### src/clock_pkg.sv
`default_nettype none

package clock_pkg;

	// ----------------------------------------
	// widths with a meaning
	// ----------------------------------------
	typedef logic [6:0] seg_t;		// {a,b,c,d,e,f,g}, 1 lights
	typedef logic [3:0] digit_t;		// one decimal digit
	typedef logic [5:0] field_t;		// 0..59
	typedef logic [2:0] digit_idx_t;	// scan position

	typedef struct packed {
		field_t hour;
		field_t min;
		field_t sec;
	} hms_t;

	typedef enum logic [1:0] {
		MODE_CLOCK = 2'b00,
		MODE_SETUP = 2'b01,
		MODE_ALARM = 2'b10
	} mode_e;

	typedef enum logic [1:0] {
		POS_SEC  = 2'b00,
		POS_MIN  = 2'b01,
		POS_HOUR = 2'b10
	} pos_e;

	// control state shared between modules
	typedef struct packed {
		mode_e mode;
		pos_e  pos;
		logic  alarm_en;
	} ctrl_t;

	localparam field_t SEC_MAX    = 6'd59;	// also the minute limit
	localparam field_t HOUR_MAX   = 6'd23;
	localparam int     NUM_FIELDS = 3;
	localparam int     NUM_DIGITS = 6;

	// decimal pattern table, blank above 9
	function automatic seg_t seg_encode(digit_t d);
		case (d)
			4'd0:    return 7'b111_1110;
			4'd1:    return 7'b011_0000;
			4'd2:    return 7'b110_1101;
			4'd3:    return 7'b111_1001;
			4'd4:    return 7'b011_0011;
			4'd5:    return 7'b101_1011;
			4'd6:    return 7'b101_1111;
			4'd7:    return 7'b111_0000;
			4'd8:    return 7'b111_1111;
			4'd9:    return 7'b111_0011;
			default: return 7'b000_0000;
		endcase
	endfunction

endpackage

`default_nettype wire
### src/clock_top.sv
`timescale 1ns/100ps
`default_nettype none

module clock_top #(
	parameter int unsigned SEC_DIV    = 50_000_000,	// 50 MHz board clock
	parameter int unsigned SCAN_DIV   = 5_000,
	parameter int unsigned BLINK_DIV  = 12_500_000,
	parameter int unsigned SAMPLE_DIV = 500_000
) (
	input  logic            clk,
	input  logic            rst_n,
	input  logic            i_btn_mode,
	input  logic            i_btn_pos,
	input  logic            i_btn_inc,
	input  logic            i_btn_alarm,
	output logic [5:0]      o_seg_enb,
	output clock_pkg::seg_t o_seg,
	output logic            o_seg_dp,
	output logic            o_alarm
);

	logic             sec_tick;
	logic             scan_tick;
	logic             blink_tick;
	logic             sample_tick;
	clock_pkg::ctrl_t ctrl;
	logic             inc_pulse;
	clock_pkg::hms_t  shown;

	clock_pkg::field_t [clock_pkg::NUM_FIELDS-1:0] fields;	// [0] is seconds
	clock_pkg::seg_t   [clock_pkg::NUM_DIGITS-1:0] digits;

	tick_gen #(
		.SEC_DIV    (SEC_DIV),
		.SCAN_DIV   (SCAN_DIV),
		.BLINK_DIV  (BLINK_DIV),
		.SAMPLE_DIV (SAMPLE_DIV)
	) u_tick_gen (
		.clk           (clk),
		.rst_n         (rst_n),
		.o_sec_tick    (sec_tick),
		.o_scan_tick   (scan_tick),
		.o_blink_tick  (blink_tick),
		.o_sample_tick (sample_tick)
	);

	button_ctrl u_button_ctrl (
		.clk           (clk),
		.rst_n         (rst_n),
		.i_sample_tick (sample_tick),
		.i_btn_mode    (i_btn_mode),
		.i_btn_pos     (i_btn_pos),
		.i_btn_inc     (i_btn_inc),
		.i_btn_alarm   (i_btn_alarm),
		.o_ctrl        (ctrl),
		.o_inc_pulse   (inc_pulse)
	);

	time_keeper u_time_keeper (
		.clk         (clk),
		.rst_n       (rst_n),
		.i_sec_tick  (sec_tick),
		.i_inc_pulse (inc_pulse),
		.i_ctrl      (ctrl),
		.o_shown     (shown),
		.o_alarm     (o_alarm)
	);

	// ----------------------------------------
	// field encoders, ones below tens
	// ----------------------------------------
	assign fields = {shown.hour, shown.min, shown.sec};

	for (genvar g = 0; g < clock_pkg::NUM_FIELDS; g++) begin : g_enc
		field_encoder u_field_encoder (
			.i_value (fields[g]),
			.o_tens  (digits[2*g+1]),
			.o_ones  (digits[2*g])
		);
	end

	display_scan u_display_scan (
		.clk          (clk),
		.rst_n        (rst_n),
		.i_scan_tick  (scan_tick),
		.i_blink_tick (blink_tick),
		.i_ctrl       (ctrl),
		.i_digits     (digits),
		.o_seg_enb    (o_seg_enb),
		.o_seg        (o_seg),
		.o_seg_dp     (o_seg_dp)
	);

endmodule

`default_nettype wire

### src/display_scan.sv
`timescale 1ns/100ps
`default_nettype none

module display_scan (
	input  logic                                         clk,
	input  logic                                         rst_n,
	input  logic                                         i_scan_tick,
	input  logic                                         i_blink_tick,
	input  clock_pkg::ctrl_t                             i_ctrl,
	input  clock_pkg::seg_t [clock_pkg::NUM_DIGITS-1:0]  i_digits,
	output logic [5:0]                                   o_seg_enb,
	output clock_pkg::seg_t                              o_seg,
	output logic                                         o_seg_dp
);

	clock_pkg::digit_idx_t idx;
	logic                  blink_on;	// 1 = selected field visible
	logic                  edit;
	logic                  sel_field;	// idx is in the selected field
	logic                  hide;

	// ----------------------------------------
	// scan index and blink phase
	// ----------------------------------------
	always_ff @(posedge clk or negedge rst_n) begin
		if (!rst_n) begin
			idx <= '0;
		end else if (i_scan_tick) begin
			if (idx == clock_pkg::digit_idx_t'(clock_pkg::NUM_DIGITS - 1))
				idx <= '0;
			else
				idx <= idx + 1'b1;
		end
	end

	always_ff @(posedge clk or negedge rst_n) begin
		if (!rst_n)
			blink_on <= 1'b1;
		else if (i_blink_tick)
			blink_on <= ~blink_on;
	end

	// ----------------------------------------
	// outputs follow the index
	// ----------------------------------------
	assign edit      = (i_ctrl.mode == clock_pkg::MODE_SETUP) ||
			   (i_ctrl.mode == clock_pkg::MODE_ALARM);
	assign sel_field = (idx[2:1] == i_ctrl.pos);	// two digits per field
	assign hide      = edit && sel_field && !blink_on;

	assign o_seg_enb = hide ? 6'b11_1111 : ~(6'b00_0001 << idx);	// active low
	assign o_seg     = i_digits[idx];
	assign o_seg_dp  = edit && sel_field && !idx[0];	// ones digit of field

endmodule

`default_nettype wire

### src/field_encoder.sv
`timescale 1ns/100ps
`default_nettype none

module field_encoder (
	input  clock_pkg::field_t i_value,
	output clock_pkg::seg_t   o_tens,
	output clock_pkg::seg_t   o_ones
);

	clock_pkg::digit_t tens;
	clock_pkg::digit_t ones;

	// 0..59 fits in one tens digit
	assign tens = clock_pkg::digit_t'(i_value / 6'd10);
	assign ones = clock_pkg::digit_t'(i_value % 6'd10);

	assign o_tens = clock_pkg::seg_encode(tens);
	assign o_ones = clock_pkg::seg_encode(ones);

endmodule

`default_nettype wire

### src/time_keeper.sv
`timescale 1ns/100ps
`default_nettype none

module time_keeper (
	input  logic             clk,
	input  logic             rst_n,
	input  logic             i_sec_tick,
	input  logic             i_inc_pulse,
	input  clock_pkg::ctrl_t i_ctrl,
	output clock_pkg::hms_t  o_shown,
	output logic             o_alarm
);

	clock_pkg::hms_t time_q;
	clock_pkg::hms_t alarm_q;
	logic            run_en;	// time advances
	logic            set_en;	// setup step on time
	logic            alm_set_en;	// step on alarm
	logic            alarm_q_out;

	// ----------------------------------------
	// helpers
	// ----------------------------------------
	function automatic clock_pkg::field_t wrap_inc(clock_pkg::field_t v,
						       clock_pkg::field_t lim);
		return (v == lim) ? '0 : v + 1'b1;
	endfunction

	// steps one field, no carry into the next
	function automatic clock_pkg::hms_t step_field(clock_pkg::hms_t t,
						       clock_pkg::pos_e p);
		clock_pkg::hms_t r;
		r = t;
		case (p)
			clock_pkg::POS_SEC:  r.sec  = wrap_inc(t.sec, clock_pkg::SEC_MAX);
			clock_pkg::POS_MIN:  r.min  = wrap_inc(t.min, clock_pkg::SEC_MAX);
			clock_pkg::POS_HOUR: r.hour = wrap_inc(t.hour, clock_pkg::HOUR_MAX);
			default:             r = t;
		endcase
		return r;
	endfunction

	assign run_en     = i_sec_tick && (i_ctrl.mode != clock_pkg::MODE_SETUP);
	assign set_en     = i_inc_pulse && (i_ctrl.mode == clock_pkg::MODE_SETUP);
	assign alm_set_en = i_inc_pulse && (i_ctrl.mode == clock_pkg::MODE_ALARM);

	// ----------------------------------------
	// running time
	// ----------------------------------------
	always_ff @(posedge clk or negedge rst_n) begin
		if (!rst_n) begin
			time_q <= '0;
		end else if (run_en) begin
			time_q.sec <= wrap_inc(time_q.sec, clock_pkg::SEC_MAX);
			if (time_q.sec == clock_pkg::SEC_MAX) begin	// carry to min
				time_q.min <= wrap_inc(time_q.min, clock_pkg::SEC_MAX);
				if (time_q.min == clock_pkg::SEC_MAX)
					time_q.hour <= wrap_inc(time_q.hour, clock_pkg::HOUR_MAX);
			end
		end else if (set_en) begin
			time_q <= step_field(time_q, i_ctrl.pos);
		end
	end

	// alarm time, only stepped by hand
	always_ff @(posedge clk or negedge rst_n) begin
		if (!rst_n)
			alarm_q <= '0;
		else if (alm_set_en)
			alarm_q <= step_field(alarm_q, i_ctrl.pos);
	end

	// ----------------------------------------
	// alarm level
	// ----------------------------------------
	// set on match, held until alarm_en drops
	always_ff @(posedge clk or negedge rst_n) begin
		if (!rst_n)
			alarm_q_out <= 1'b0;
		else if (time_q == alarm_q)
			alarm_q_out <= i_ctrl.alarm_en;
		else
			alarm_q_out <= alarm_q_out & i_ctrl.alarm_en;
	end

	assign o_alarm = alarm_q_out;
	assign o_shown = (i_ctrl.mode == clock_pkg::MODE_ALARM) ? alarm_q : time_q;

endmodule

`default_nettype wire

### src/button_ctrl.sv
`timescale 1ns/100ps
`default_nettype none

module button_ctrl (
	input  logic             clk,
	input  logic             rst_n,
	input  logic             i_sample_tick,
	input  logic             i_btn_mode,
	input  logic             i_btn_pos,
	input  logic             i_btn_inc,
	input  logic             i_btn_alarm,
	output clock_pkg::ctrl_t o_ctrl,
	output logic             o_inc_pulse
);

	// bit order {alarm, inc, pos, mode}
	logic [3:0] btn;
	logic [3:0] samp;	// latest sample
	logic [3:0] hist1;	// sample before
	logic [3:0] hist2;	// oldest
	logic [3:0] press;

	clock_pkg::ctrl_t ctrl_q;
	logic             inc_q;

	assign btn = {i_btn_alarm, i_btn_inc, i_btn_pos, i_btn_mode};

	// ----------------------------------------
	// slow sampling and press detect
	// ----------------------------------------
	always_ff @(posedge clk or negedge rst_n) begin
		if (!rst_n) begin
			samp  <= '0;
			hist1 <= '0;
			hist2 <= '0;
		end else if (i_sample_tick) begin
			samp  <= btn;
			hist1 <= samp;
			hist2 <= hist1;
		end
	end

	// two high samples after a low one
	assign press = {4{i_sample_tick}} & samp & hist1 & ~hist2;

	// ----------------------------------------
	// mode, position, alarm enable
	// ----------------------------------------
	always_ff @(posedge clk or negedge rst_n) begin
		if (!rst_n) begin
			ctrl_q.mode     <= clock_pkg::MODE_CLOCK;
			ctrl_q.pos      <= clock_pkg::POS_SEC;
			ctrl_q.alarm_en <= 1'b0;
			inc_q           <= 1'b0;
		end else begin
			if (press[0]) begin
				case (ctrl_q.mode)
					clock_pkg::MODE_CLOCK: ctrl_q.mode <= clock_pkg::MODE_SETUP;
					clock_pkg::MODE_SETUP: ctrl_q.mode <= clock_pkg::MODE_ALARM;
					default:               ctrl_q.mode <= clock_pkg::MODE_CLOCK;
				endcase
			end
			if (press[1]) begin
				case (ctrl_q.pos)
					clock_pkg::POS_SEC: ctrl_q.pos <= clock_pkg::POS_MIN;
					clock_pkg::POS_MIN: ctrl_q.pos <= clock_pkg::POS_HOUR;
					default:            ctrl_q.pos <= clock_pkg::POS_SEC;
				endcase
			end
			if (press[3])
				ctrl_q.alarm_en <= ~ctrl_q.alarm_en;
			inc_q <= press[2];	// single cycle strobe
		end
	end

	assign o_ctrl      = ctrl_q;
	assign o_inc_pulse = inc_q;

endmodule

`default_nettype wire

### src/tick_gen.sv
`timescale 1ns/100ps
`default_nettype none

module tick_gen #(
	parameter int unsigned SEC_DIV    = 50_000_000,
	parameter int unsigned SCAN_DIV   = 5_000,
	parameter int unsigned BLINK_DIV  = 12_500_000,
	parameter int unsigned SAMPLE_DIV = 500_000
) (
	input  logic clk,
	input  logic rst_n,
	output logic o_sec_tick,
	output logic o_scan_tick,
	output logic o_blink_tick,
	output logic o_sample_tick
);

	// order matches the output assignments below
	localparam int unsigned DIV_TAB [4] = '{SEC_DIV, SCAN_DIV, BLINK_DIV, SAMPLE_DIV};

	// ----------------------------------------
	// modulo counters, strobe on wrap
	// ----------------------------------------
	for (genvar g = 0; g < 4; g++) begin : g_div
		localparam int unsigned CW = (DIV_TAB[g] > 1) ? $clog2(DIV_TAB[g]) : 1;

		logic [CW-1:0] cnt;
		logic          tick;

		always_ff @(posedge clk or negedge rst_n) begin
			if (!rst_n) begin
				cnt  <= '0;
				tick <= 1'b0;
			end else if (cnt == CW'(DIV_TAB[g] - 1)) begin
				cnt  <= '0;
				tick <= 1'b1;	// one cycle wide
			end else begin
				cnt  <= cnt + 1'b1;
				tick <= 1'b0;
			end
		end
	end

	assign o_sec_tick    = g_div[0].tick;
	assign o_scan_tick   = g_div[1].tick;
	assign o_blink_tick  = g_div[2].tick;
	assign o_sample_tick = g_div[3].tick;

endmodule

`default_nettype wire

### config.mk
export PLATFORM = sky130hd
export DESIGN_NAME = clock_top
export DESIGN_NICKNAME = d
export VERILOG_FILES = /design/src/clock_pkg.sv /design/src/clock_top.sv /design/src/display_scan.sv /design/src/field_encoder.sv /design/src/time_keeper.sv /design/src/button_ctrl.sv /design/src/tick_gen.sv
export SDC_FILE = /design/constraint.sdc
export NUM_CORES = 1
export LEC_CHECK = 0
export ABC_AREA = 1
export BUFFER_PORTS_ARGS = -buffer_cell sky130_fd_sc_hd__buf_2
export CAP_MARGIN = 25
export CORE_ASPECT_RATIO = 0.7
export CORE_MARGIN = 2
export CORE_UTILIZATION = 60
export DETAILED_ROUTE_END_ITERATION = 16
export HOLD_SLACK_MARGIN = 0.12
export PLACE_DENSITY_LB_ADDON = 0.05
export SLEW_MARGIN = 5
export SYNTH_ARGS = -nofsm -noshare
export SYNTH_HDL_FRONTEND = slang
export SYNTH_HIERARCHICAL = 1
export SYNTH_SLANG_ARGS = --single-unit
### constraint.sdc
create_clock -name clk -period 5.3 [get_ports clk]
set_clock_uncertainty 0.05 [all_clocks]
set_input_delay 0.795 -clock clk [delete_from_list [all_inputs] [get_ports clk]]
set_output_delay 0.795 -clock clk [all_outputs]
set_load 0.1 [all_outputs]
==> impl_results.md, run 1 <==
- Status: finished clean
- Gate Count Post-Synth: about 1.6k
- Pre-antenna DRT Iters: 5
- Compound-Gate Fraction of Synth Area: 6.26%
- I/O pin count: 21
- Simple-Gate Fraction of Synth Area: between 40% and 50%
- Minimum clock period: roughly 4900 ps
- Final Cycle Share: between 90% and 100%
- Final setup violation count: 0
- Netlist cell types: 49
- Worst Max-Slew Pin Slew: 855 ps
- Clock Tree Root: clkbuf_16
- Reg clk slew, reported paths: approximately 70 ps
- First-pass GRT wire length: about 39 mm
- RSZ-0062 raised after global routing: no
- GPL Wtd Cong: around 0.89
- Max Clk Rate: 202 MHz
- Count of warnings emitted by yosys: 6
- Crit Path Category: reg2out
- Hold WC Path Type: reg2reg
- Setup crit start kind: register
- Clock Path Buffers: 2
- Share of layout cells above drive strength 1: between 10 and 15%
- I/O Buffers: 20
- Post-synthesis mux area share: 0%
- Per-cell routed wire length: around 12 µm
- Critical path required time: around 4500 ps
- DRC: 0
- Routed vias: between 9k and 10k
- Core area: 0.0179 mm²
- Half-perimeter wire length after placement: ~17 mm
- Initial DRC count: approximately 800
- Total Power: roughly 2.3 mW
- Adder-cell share of the synthesized area: 5.18%
- Synth Cell Area: ~0.011 mm²
- CP Max Fanout: 7
- Initial antenna violation count: 0
- Total CTS buffers: 17
- TritonCTS clock tree: done
- H-tree levels: 4
- Vias in the first global route: between 8k and 9k
- Synthesized Nets: roughly 1.6k
- Slew headroom: about 43%
- Rows: about 40
- DIE AREA: slightly below 0.02 mm²
- Vias per cell: between 5 and 6
- Largest net degree at the start of global routing: approximately 110
- Starting Density: approximately three fifths
- Clock sink total: 145
- DRT antenna net count: 0
- Area Overhead vs Synth: 8.91%
- Final Cell Area: around 0.012 mm²
- Dominant combinational cell family by area after synthesis: simple AND/OR/NAND/NOR gates
- Clk Latency, worst-skew pair: ~420 ps
- DP Area: between 0.01 and 0.015 mm²
- Crit end category: output pin
- Max Cap Violations: 0
- LEAKAGE: around 6.1 nW
- Pins over their slew limit: 0
- Maximum VDD drop: 0.000167 V
- Die H: around 120 µm
- Gr usage total: 24.8%
- Routed wire length: between 20 and 25 mm
- Power Dens Cells: slightly below 200 mW/mm²
- Post-synthesis xor/xnor area fraction: between 4 and 5%
- Die Wd: 165 µm
- #FFs+latches synth: roughly 150
- Final net count: ~1.7k
- Setup TNS Final: 0 ps
- Total grt overflow: 0
- Diodes inserted: 0
- Seq/Total Area, Yosys: between 30% and 40%
- Crit path DAT: just over 4000 ps
- Syn_area_per_cell: 6.88 µm²
- FILL cells: around 1.6k
- Endpoints failing hold: 0
[worst max-delay path, stage by stage (launching register included)]
cell and delay, ps:
dfrtp_1 380, inv_1 120, nor2_4 250, buf_4 170, buf_4 110, nand2_1 60, o21ai_2 130, inv_2 80
ha_1 280, nand2_1 50, nand2_1 110, inv_2 60, nand2_2 80, nand2_2 110, nand2_4 110, nand2_2 80
a21o_1 170, nand2_2 120, inv_1 90, ha_1 190, nor2_1 120, nand2_1 60, nand2_1 60, nand2_1 50
nand2_1 70, nand3_1 70, nand2_1 80, buf_2 420
[final timing paths]
kind	start	to	slack, ps	depth (start not counted)
setup / recovery	u_button_ctrl/o_ctrl[4]	o_seg[1]	350	27
max in group asynchronous	rst_n	u_tick_gen/g_div[3].cnt[17]	3780	3
min in group asynchronous	rst_n	u_tick_gen/g_div[0].cnt[1]	690	2
hold / removal	u_tick_gen/o_blink_tick	u_display_scan/blink_on	350	1
setup reg to reg	u_button_ctrl/o_ctrl[4]	u_time_keeper/alarm_q[5]	3320	6
hold reg to reg	u_tick_gen/o_blink_tick	u_display_scan/blink_on	350	1
[cell usage in the layout (no fill, tap or decap), types with 9 or more instances in the layout]
master,instances
a21oi_1,33
buf_2,16
clkbuf_16,17
dfrtp_1,143
ha_1,45
inv_1,202
inv_2,21
nand2_1,495
nand2_2,34
nand2_4,15
nand3_1,115
nand3_2,15
nand4_1,14
nor2_1,181
nor2_2,42
nor2_4,9
nor3_1,18
o21ai_0,54
o21ai_2,13
xnor2_1,10
xor2_1,45
[cell usage after synthesis, drive strengths merged]
cell type    n  area share [%]
nor3        19            0.98
and3         1           0.058
inv        224             7.8
o21a         1           0.069
o21bai       1           0.069
clkbuf       5            0.17
a21oi       34             1.6
o211ai       1            0.12
dfrtp      144              33
dfstp        1            0.24
nand4       16             1.0
nand3      133             7.2
ha          45             5.2
nor3b        2            0.14
nand2      546              21
buf         16             1.3
nand3b       8            0.59
clkinv       4            0.29
o32ai        1           0.081
xor2        45             3.6
and2         2            0.12
a21o         2            0.14
xnor2       11            0.96
or2          8            0.46
o21ai       75             3.9
nor2       231             9.5
o22ai        4            0.29
[timing repair]
item / 4_1_cts / 5_1_grt
resized for setup: 2 / 20
buffers inserted: 0 / 5
endpoints found under the setup margin: 1 / 7
hold endpoints to repair: 0 / 8
pin swaps: 0 / 2
hold buffers: 0 / 1
gates cloned: 0 / 1
[power by group]
group,internal (mW),switching [mW]
Combinational,0.00482,0.0217
Sequential,1.11,0
Clock,0.642,0.522
Total,1.75,0.544
[routing by layer]
metal	share of wire [%]	GRT usage (%)	routed length, µm
met1	55	39.4	12300
met2	39	35.3	8830
met3	5.0	4.51	1130
met4	0.53	4.64	118
met5	0	0	0
[stage by stage]
step | hold WS, ps | setup WS [ps] | instances | utilization (%)
floorplan | 332 | 583 | 1580 | -
global placement | 334 | 539 | 1818 | 62.2
finish | 353 | 353 | 1858 | 66.1
CTS | 353 | 73.7 | 1850 | 65.4
global route | 387 | 1.89 | 1858 | 66.1
detailed placement | 339 | 409 | 1818 | 62.2
[cell type report]
type | count | area, µm² | area share (%)
flip-flops and latches | 145 | 3630 | 30.7
repair buffers | 30 | 228 | 1.92
clock inverters | 13 | 121 | 1.03
multi-input cells | 1187 | 6230 | 52.7
well taps | 236 | 295 | 2.49
clock buffers | 19 | 453 | 3.83
inverters | 228 | 875 | 7.39
[state kept, by name, indices dropped and copies added, names as in the netlist]
name / cells
u_time_keeper/alarm_q: 18
u_tick_gen/o_blink_tick: 1
u_tick_gen/o_scan_tick: 1
u_button_ctrl/samp: 4
u_tick_gen/o_sec_tick: 1
u_button_ctrl/hist2: 4
u_tick_gen/g_div.cnt: 82
u_button_ctrl/hist1: 4
u_button_ctrl/o_ctrl: 5
u_display_scan/idx: 3
u_time_keeper/o_alarm: 1
u_button_ctrl/o_inc_pulse: 1
u_time_keeper/time_q: 18
u_tick_gen/o_sample_tick: 1
u_display_scan/blink_on: 1
[kinds of logic after synthesis]
kind of cell	count (synthesis)
buf+inv	249
flops	145
compound gates	119
simple gates	966
xor+xnor	56
fa+ha+maj	45
Note: power is estimated with default switching activity, not from simulation.
==> run 2, diff against run 1 <==
--- a/config.mk
+++ b/config.mk
@@ -13,7 +13,7 @@
 export CORE_UTILIZATION = 60
 export DETAILED_ROUTE_END_ITERATION = 16
 export HOLD_SLACK_MARGIN = 0.12
-export PLACE_DENSITY_LB_ADDON = 0.05
+export PLACE_DENSITY = 0.78
 export SLEW_MARGIN = 5
 export SYNTH_ARGS = -nofsm -noshare
 export SYNTH_HDL_FRONTEND = slang
==> run 2 against run 1 <==
Against the previous run:
- total power shrank 0.27%
- combinational power is 3% lower
- register-to-register slack gained 30 ps
- via count grew 2.8%
- highest routed layer unchanged
==> impl_results.md, run 2 (same netlist as run 1, synthesis figures left out) <==
- Total Power: roughly 2.3 mW
- Pre-CTS setup slack: approximately 350 ps
- Crit path DAT: around 4200 ps
- Half-perimeter wire length after placement: 17.0 mm
- Pre-antenna DRT Iters: 6
- Die H: approximately 120 µm
- Starting Density: around three fifths
- Biggest regs: u_tick_gen/g_div.cnt (82), u_time_keeper/alarm_q (18), u_time_keeper/time_q (18)
- Int Pwr: around 1.8 mW
- FILL cells: between 1.5k and 2k
- Worst flop-to-flop path endpoint: u_time_keeper/alarm_q[4]
- Initial DRC count: just over 900
- Routed vias: between 9k and 10k
- Reg with most FFs: u_tick_gen/g_div.cnt
- Core area: roughly 0.018 mm²
- Per-cell routed wire length: between 10 and 15 µm
- R2R Setup Slk: approximately 3400 ps
- Routed wire length: 23.1 mm
- Switching power: slightly above 0.5 mW
- Worst r2r src: u_button_ctrl/o_ctrl[3]
- Setup TNS Final: 0 ps
- CP max-delay cell: dfrtp_1
- Total CTS buffers: 17
- Total grt overflow: 0
- Clock Tree Root: clkbuf_16
- Worst Max-Slew Pin Slew: between 800 and 900 ps
- I/O Buffers: 20
- Final Cycle Share: around 94%
- GPL Wtd Cong: around 0.96
- Clock sink total: ~150
- Placed instance count: 1818
- CP Cell Sequence: nor2_2 > o21ai_1 > inv_2 > ha_1 > nand2_1 > nand2_1 > inv_2 > nand2_2 > nand2_2 > nand2_4 > nand2_2 > a21o_1 > nand2_2 > inv_1 > ha_1 > nand3b_1 > nand2_1 > nand2_1 > nand2_1 > nand2_1 > nand3_1 > nand2_1 > buf_2
- I/O pin count: 21
- Crit end category: output pin
- Comb pwr share: under 10%
- DRC: 0
- H-tree levels: 4
- Worst setup margin: roughly 310 ps
- Clk Latency, worst-skew pair: 420 ps
- Status: finished clean
- Pins over their slew limit: 0
- Critical path required time: ~4500 ps
- Endpoints failing hold: 0
- Most frequent cells in the layout: 495 x nand2_1, 201 x inv_1, 181 x nor2_1
- Maximum VDD drop: roughly 0.00019 V
- Sequential share of power: between 40% and 50%
- Clock Path Buffers: 2
- Largest register FFs: 82
- Diodes inserted: 0
- Fin cells: 1854
- TritonCTS clock tree: done
- Initial antenna violation count: 0
- Max incr delay on CP: just under 600 ps
- Final net count: 1656
- CP Max Fanout: 10
- Layout Utilization: 65.7%
- Area Overhead vs Synth: 8.29%
- Reg clk slew, reported paths: about 60 ps
- Setup crit start kind: register
- Hold WC Path Type: in2async
- Sw Share: 22.4%
- LEAKAGE: just over 6 nW
- Die Wd: between 150 and 200 µm
- Max Cap Violations: 0
- First-pass GRT wire length: a little under 40 mm
- Rows: 41
- Clock share of power: 50.6%
- Final setup violation count: 0
- Area occupied by multi-input gates: 0.00623 mm²
- Vias per cell: between 5 and 6
- Minimum clock period: ~5000 ps
- Most used cell along the critical path: nand2_1
- Most common cell after layout, fill and taps aside: nand2_1
- Slew headroom: between 40% and 50%
- Vias in the first global route: 8469
- Largest net degree at the start of global routing: around 110
- Share of layout cells above drive strength 1: around 14%
- DRT antenna net count: 0
- Crit Path Category: reg2out
- Gr usage total: 25.2%
- Register area: between 0.003 and 0.004 mm²
- Max Clk Rate: ~200 MHz
- DIE AREA: about 0.019 mm²
- Power Dens Cells: approximately 190 mW/mm²
- Worst r2r path cells: 6
==> run 2: how the worst max path moves through the flow <==
stage | start | endpoint | slack, ps | depth (start not counted)
finish | u_button_ctrl/o_ctrl[3] | o_seg[5] | 310 | 23
global route | u_button_ctrl/o_ctrl[3] | o_seg[3] | -20 | 26
CTS | u_button_ctrl/o_ctrl[4] | o_seg[3] | 20 | 28
detailed placement | u_button_ctrl/o_ctrl[4] | o_seg[3] | 350 | 28
global placement | u_button_ctrl/o_ctrl[4] | o_seg[3] | 550 | 28
floorplan | u_button_ctrl/o_ctrl[4] | o_seg[3] | 580 | 27
==> run 2: timing repair <==
action,CTS,global route
pin swaps,0,1
endpoints found under the setup margin,1,7
hold buffers,0,0
buffers inserted,0,1
gates cloned,0,2
gates resized for setup,1,17
==> run 2: layer usage <==
metal | wire (µm) | share of wire (%) | vias up | global-route usage (%)
li1 | - | - | 4954 | -
met1 | 12100 | 52 | 4392 | 39.1
met2 | 9390 | 41 | 297 | 36.5
met3 | 1370 | 5.9 | 20 | 4.62
met4 | 231 | 1.0 | 0 | 5.74
met5 | 0 | 0 | - | 0
==> run 2: stage by stage <==
| step | cell area, µm² | hold WS, ps |
|---|---|---|
| finish | 11800 | 196 |
| global route | 11800 | 205 |
| CTS | 11700 | 372 |
| detailed placement | 11100 | 354 |
| global placement | 11100 | 341 |
| floorplan | 10900 | 332 |
==> run 2: layout make-up <==
class	instances	share of cell area, %
multi-input combinational	1188	52.9
sequential	145	30.9
inverter	228	7.43
clock buffer	19	3.76
tap	236	2.51
timing repair buffer	25	1.48
clock inverter	13	1.04
==> run 2: power by group through the flow <==
stage	Combinational (mW)	Clock [mW]	Sequential, mW
floorplan	0.00000379	0	1.13
global placement	0.0251	0	1.13
detailed placement	0.0250	0	1.13
finish	0.0257	1.16	1.11
CTS	0.0250	1.18	1.11
global route	0.0313	1.23	1.11
==> run 2: critical path: cells and delay by family (launching register included) <==
family                     cells  cell delay, ps
and+or+nand+nor               15            1340
adders and majority gates      2             560
DFF                            1             580
AOI/OAI and AO/OA              2             600
buffers and inverters          4             650
==> run 3, diff against run 2 <==
--- a/config.mk
+++ b/config.mk
@@ -12,6 +12,7 @@
 export CORE_MARGIN = 2
 export CORE_UTILIZATION = 60
 export DETAILED_ROUTE_END_ITERATION = 16
+export GPL_TIMING_DRIVEN = 0
 export HOLD_SLACK_MARGIN = 0.12
 export PLACE_DENSITY = 0.78
 export SLEW_MARGIN = 5
==> constraint.sdc (replaced) <==
create_clock -name clk -period 6.2 [get_ports clk]
set_clock_uncertainty 0.05 [all_clocks]
set_input_delay 0.93 -clock clk [delete_from_list [all_inputs] [get_ports clk]]
set_output_delay 0.93 -clock clk [all_outputs]
set_load 0.1 [all_outputs]
==> run 3 against run 2 <==
Against the previous run:
- first-iteration DRC count decreased by 18%
- flip-flop and latch count unchanged
- non-clock buffer count up 17
- sequential power decreased by 15%
- design area up 1.0%
- total power fell by 12%
- cell count rose by 0.81%
- critical path depth is 3 higher
- core utilization rose by 0.68 points
- critical path type unchanged
- routed wire length rose by 1.7%
- sequential share of layout area down 0.33 points
- register-to-register slack better by 1100 ps
==> impl_results.md, run 3 (same netlist as run 1, synthesis figures left out) <==
- Routed vias: between 9k and 10k
- Die Wd: about 160 µm
- Gr usage total: ~26%
- Core area: approximately 0.018 mm²
- DIE AREA: just under 0.02 mm²
- Minimum clock period: roughly 5700 ps
- I/O Buffers: 20
- Post-CTS Hold Buffers: 0
- Power Dens Cells: between 150 and 200 mW/mm²
- Per-cell routed wire length: 12.6 µm
- Final Cell Area: approximately 0.012 mm²
- Area Overhead vs Synth: 9.42%
- Max incr delay on CP: between 700 and 800 ps
- GPL Wtd Cong: 0.934
- Slew headroom: 45.7%
- CP max-delay cell: o21ai_0
- Half-perimeter wire length after placement: 17.5 mm
- Launch point of the worst path: u_button_ctrl/o_ctrl[4]
- R2R Setup Slk: roughly 4500 ps
- Share of layout cells above drive strength 1: roughly 15%
- Total CTS buffers: 17
- Clock Tree Root: clkbuf_16
- Initial antenna violation count: 0
- Most common cell after layout, fill and taps aside: nand2_1
- LEAKAGE: ~6.1 nW
- Setup crit start kind: register
- Status: finished clean
- Pre-antenna DRT Iters: 5
- Worst Max-Slew Pin Slew: about 810 ps
- Maximum VDD drop: 0.000181 V
- Final Cycle Share: roughly 92%
- Endpoints failing hold: 0
- H-tree levels: 4
- DRC: 0
- Max Cap Violations: 0
- Most used cell along the critical path: nand2_1
- Worst setup margin: ~500 ps
- Most frequent cells in the layout: 495 x nand2_1, 202 x inv_1, 181 x nor2_1
- Clk Latency, worst-skew pair: around 430 ps
- Largest register FFs: 82
- FILL cells: 1516
- RSZ-0062 raised after global routing: no
- DP Area: ~0.011 mm²
- Pre-CTS setup slack: 984 ps
- Critical path required time: about 5200 ps
- Worst flop-to-flop path endpoint: u_time_keeper/time_q[16]
- Worst r2r path cells: 8
- Biggest regs: u_tick_gen/g_div.cnt (82), u_time_keeper/alarm_q (18), u_time_keeper/time_q (18)
- Hold EP: u_display_scan/blink_on
- WP buf/inv: 6
- Max Clk Rate: around 180 MHz
- Starting Density: 60.7%
- Largest net degree at the start of global routing: 75
- PostCTS Resize Cnt: 0
- Die H: around 120 µm
- Routed wire length: approximately 23 mm
- Crit path max-delay family: simple AND/OR/NAND/NOR gates
- Clock sink total: around 150
- Setup TNS Final: 0 ps
- Crit path DAT: roughly 4700 ps
- Reg clk slew, reported paths: roughly 60 ps
- Final setup violation count: 0
- Initial DRC count: 756
- Crit Path Category: reg2out
- CP Max Fanout: 10
- Reg with most FFs: u_tick_gen/g_div.cnt
- TritonCTS clock tree: done
- First-pass GRT wire length: between 30 and 40 mm
- Hold WC Path Type: reg2reg
- Post-CTS setup buffers: 0
- Clock Path Buffers: 2
- Rows: around 40
- Vias per cell: ~5.2
- Vias in the first global route: around 8.5k
- DRT antenna net count: 0
- Pins over their slew limit: 0
- Final net count: around 1.7k
- Diodes inserted: 0
- Total grt overflow: 0
- Crit end category: output pin
- Hold Path Stages: 1
- Hold_sp: u_tick_gen/o_blink_tick
- Worst r2r src: u_time_keeper/time_q[0]
- I/O pin count: 21
[run 3: cell types whose count changed in the layout (fill, tap and decap cells not counted), moves of 3 or more]
cell / delta
buf_2: +5
o21ai_1: -7
clkbuf_1: +4
o21ai_2: -3
o21ai_0: +10
inv_8: +3
buf_6: +8
[run 3: area by class of cell]
cell class	count	area (µm²)	area share, %
clock buffers	17	425	3.58
flip-flops and latches	145	3630	30.5
multi-input cells	1186	6200	52.2
repair buffers	21	134	1.13
clock inverters	15	169	1.42
plain buffers	21	159	1.34
inverters	228	875	7.36
well taps	236	295	2.48
[run 3: per-stage QoR]
| step | cells | utilization [%] | hold slack [ps] | total power, mW |
|---|---|---|---|---|
| 5_1_grt | 1869 | 66.4 | 372 | 2.08 |
| 3_3_place_gp | 1836 | 62.9 | 338 | 0.984 |
| 4_1_cts | 1869 | 66.4 | 359 | 2.04 |
| 2_1_floorplan | 1580 | - | 332 | 0.964 |
| 6_report | 1869 | 66.4 | 356 | 2.02 |
| 3_5_place_dp | 1837 | 63.1 | 350 | 0.987 |
[run 3: worst max-delay path by stage]
stage | end | slack (ps) | cells after the start
after floorplan | o_seg[3] | 1350 | 27
after global placement | o_seg[3] | 1090 | 29
after detailed placement | o_seg[3] | 980 | 26
after CTS | o_seg[3] | 500 | 26
after global routing | o_seg[3] | 80 | 29
final | o_seg[3] | 490 | 26
[run 3: layer usage]
layer | vias to the layer above | part of all wire, % | GRT usage, %
met4 | 0 | 0.93 | 7.01
met5 | - | 0 | 0
met1 | 4407 | 51 | 38.7
met2 | 324 | 42 | 38.2
met3 | 22 | 6.3 | 4.40
li1 | 4980 | - | -
[run 3: power breakdown]
group / internal, mW / switching (mW)
Sequential: 0.946 / 0
Combinational: 0.00328 / 0.0182
Clock: 0.605 / 0.443
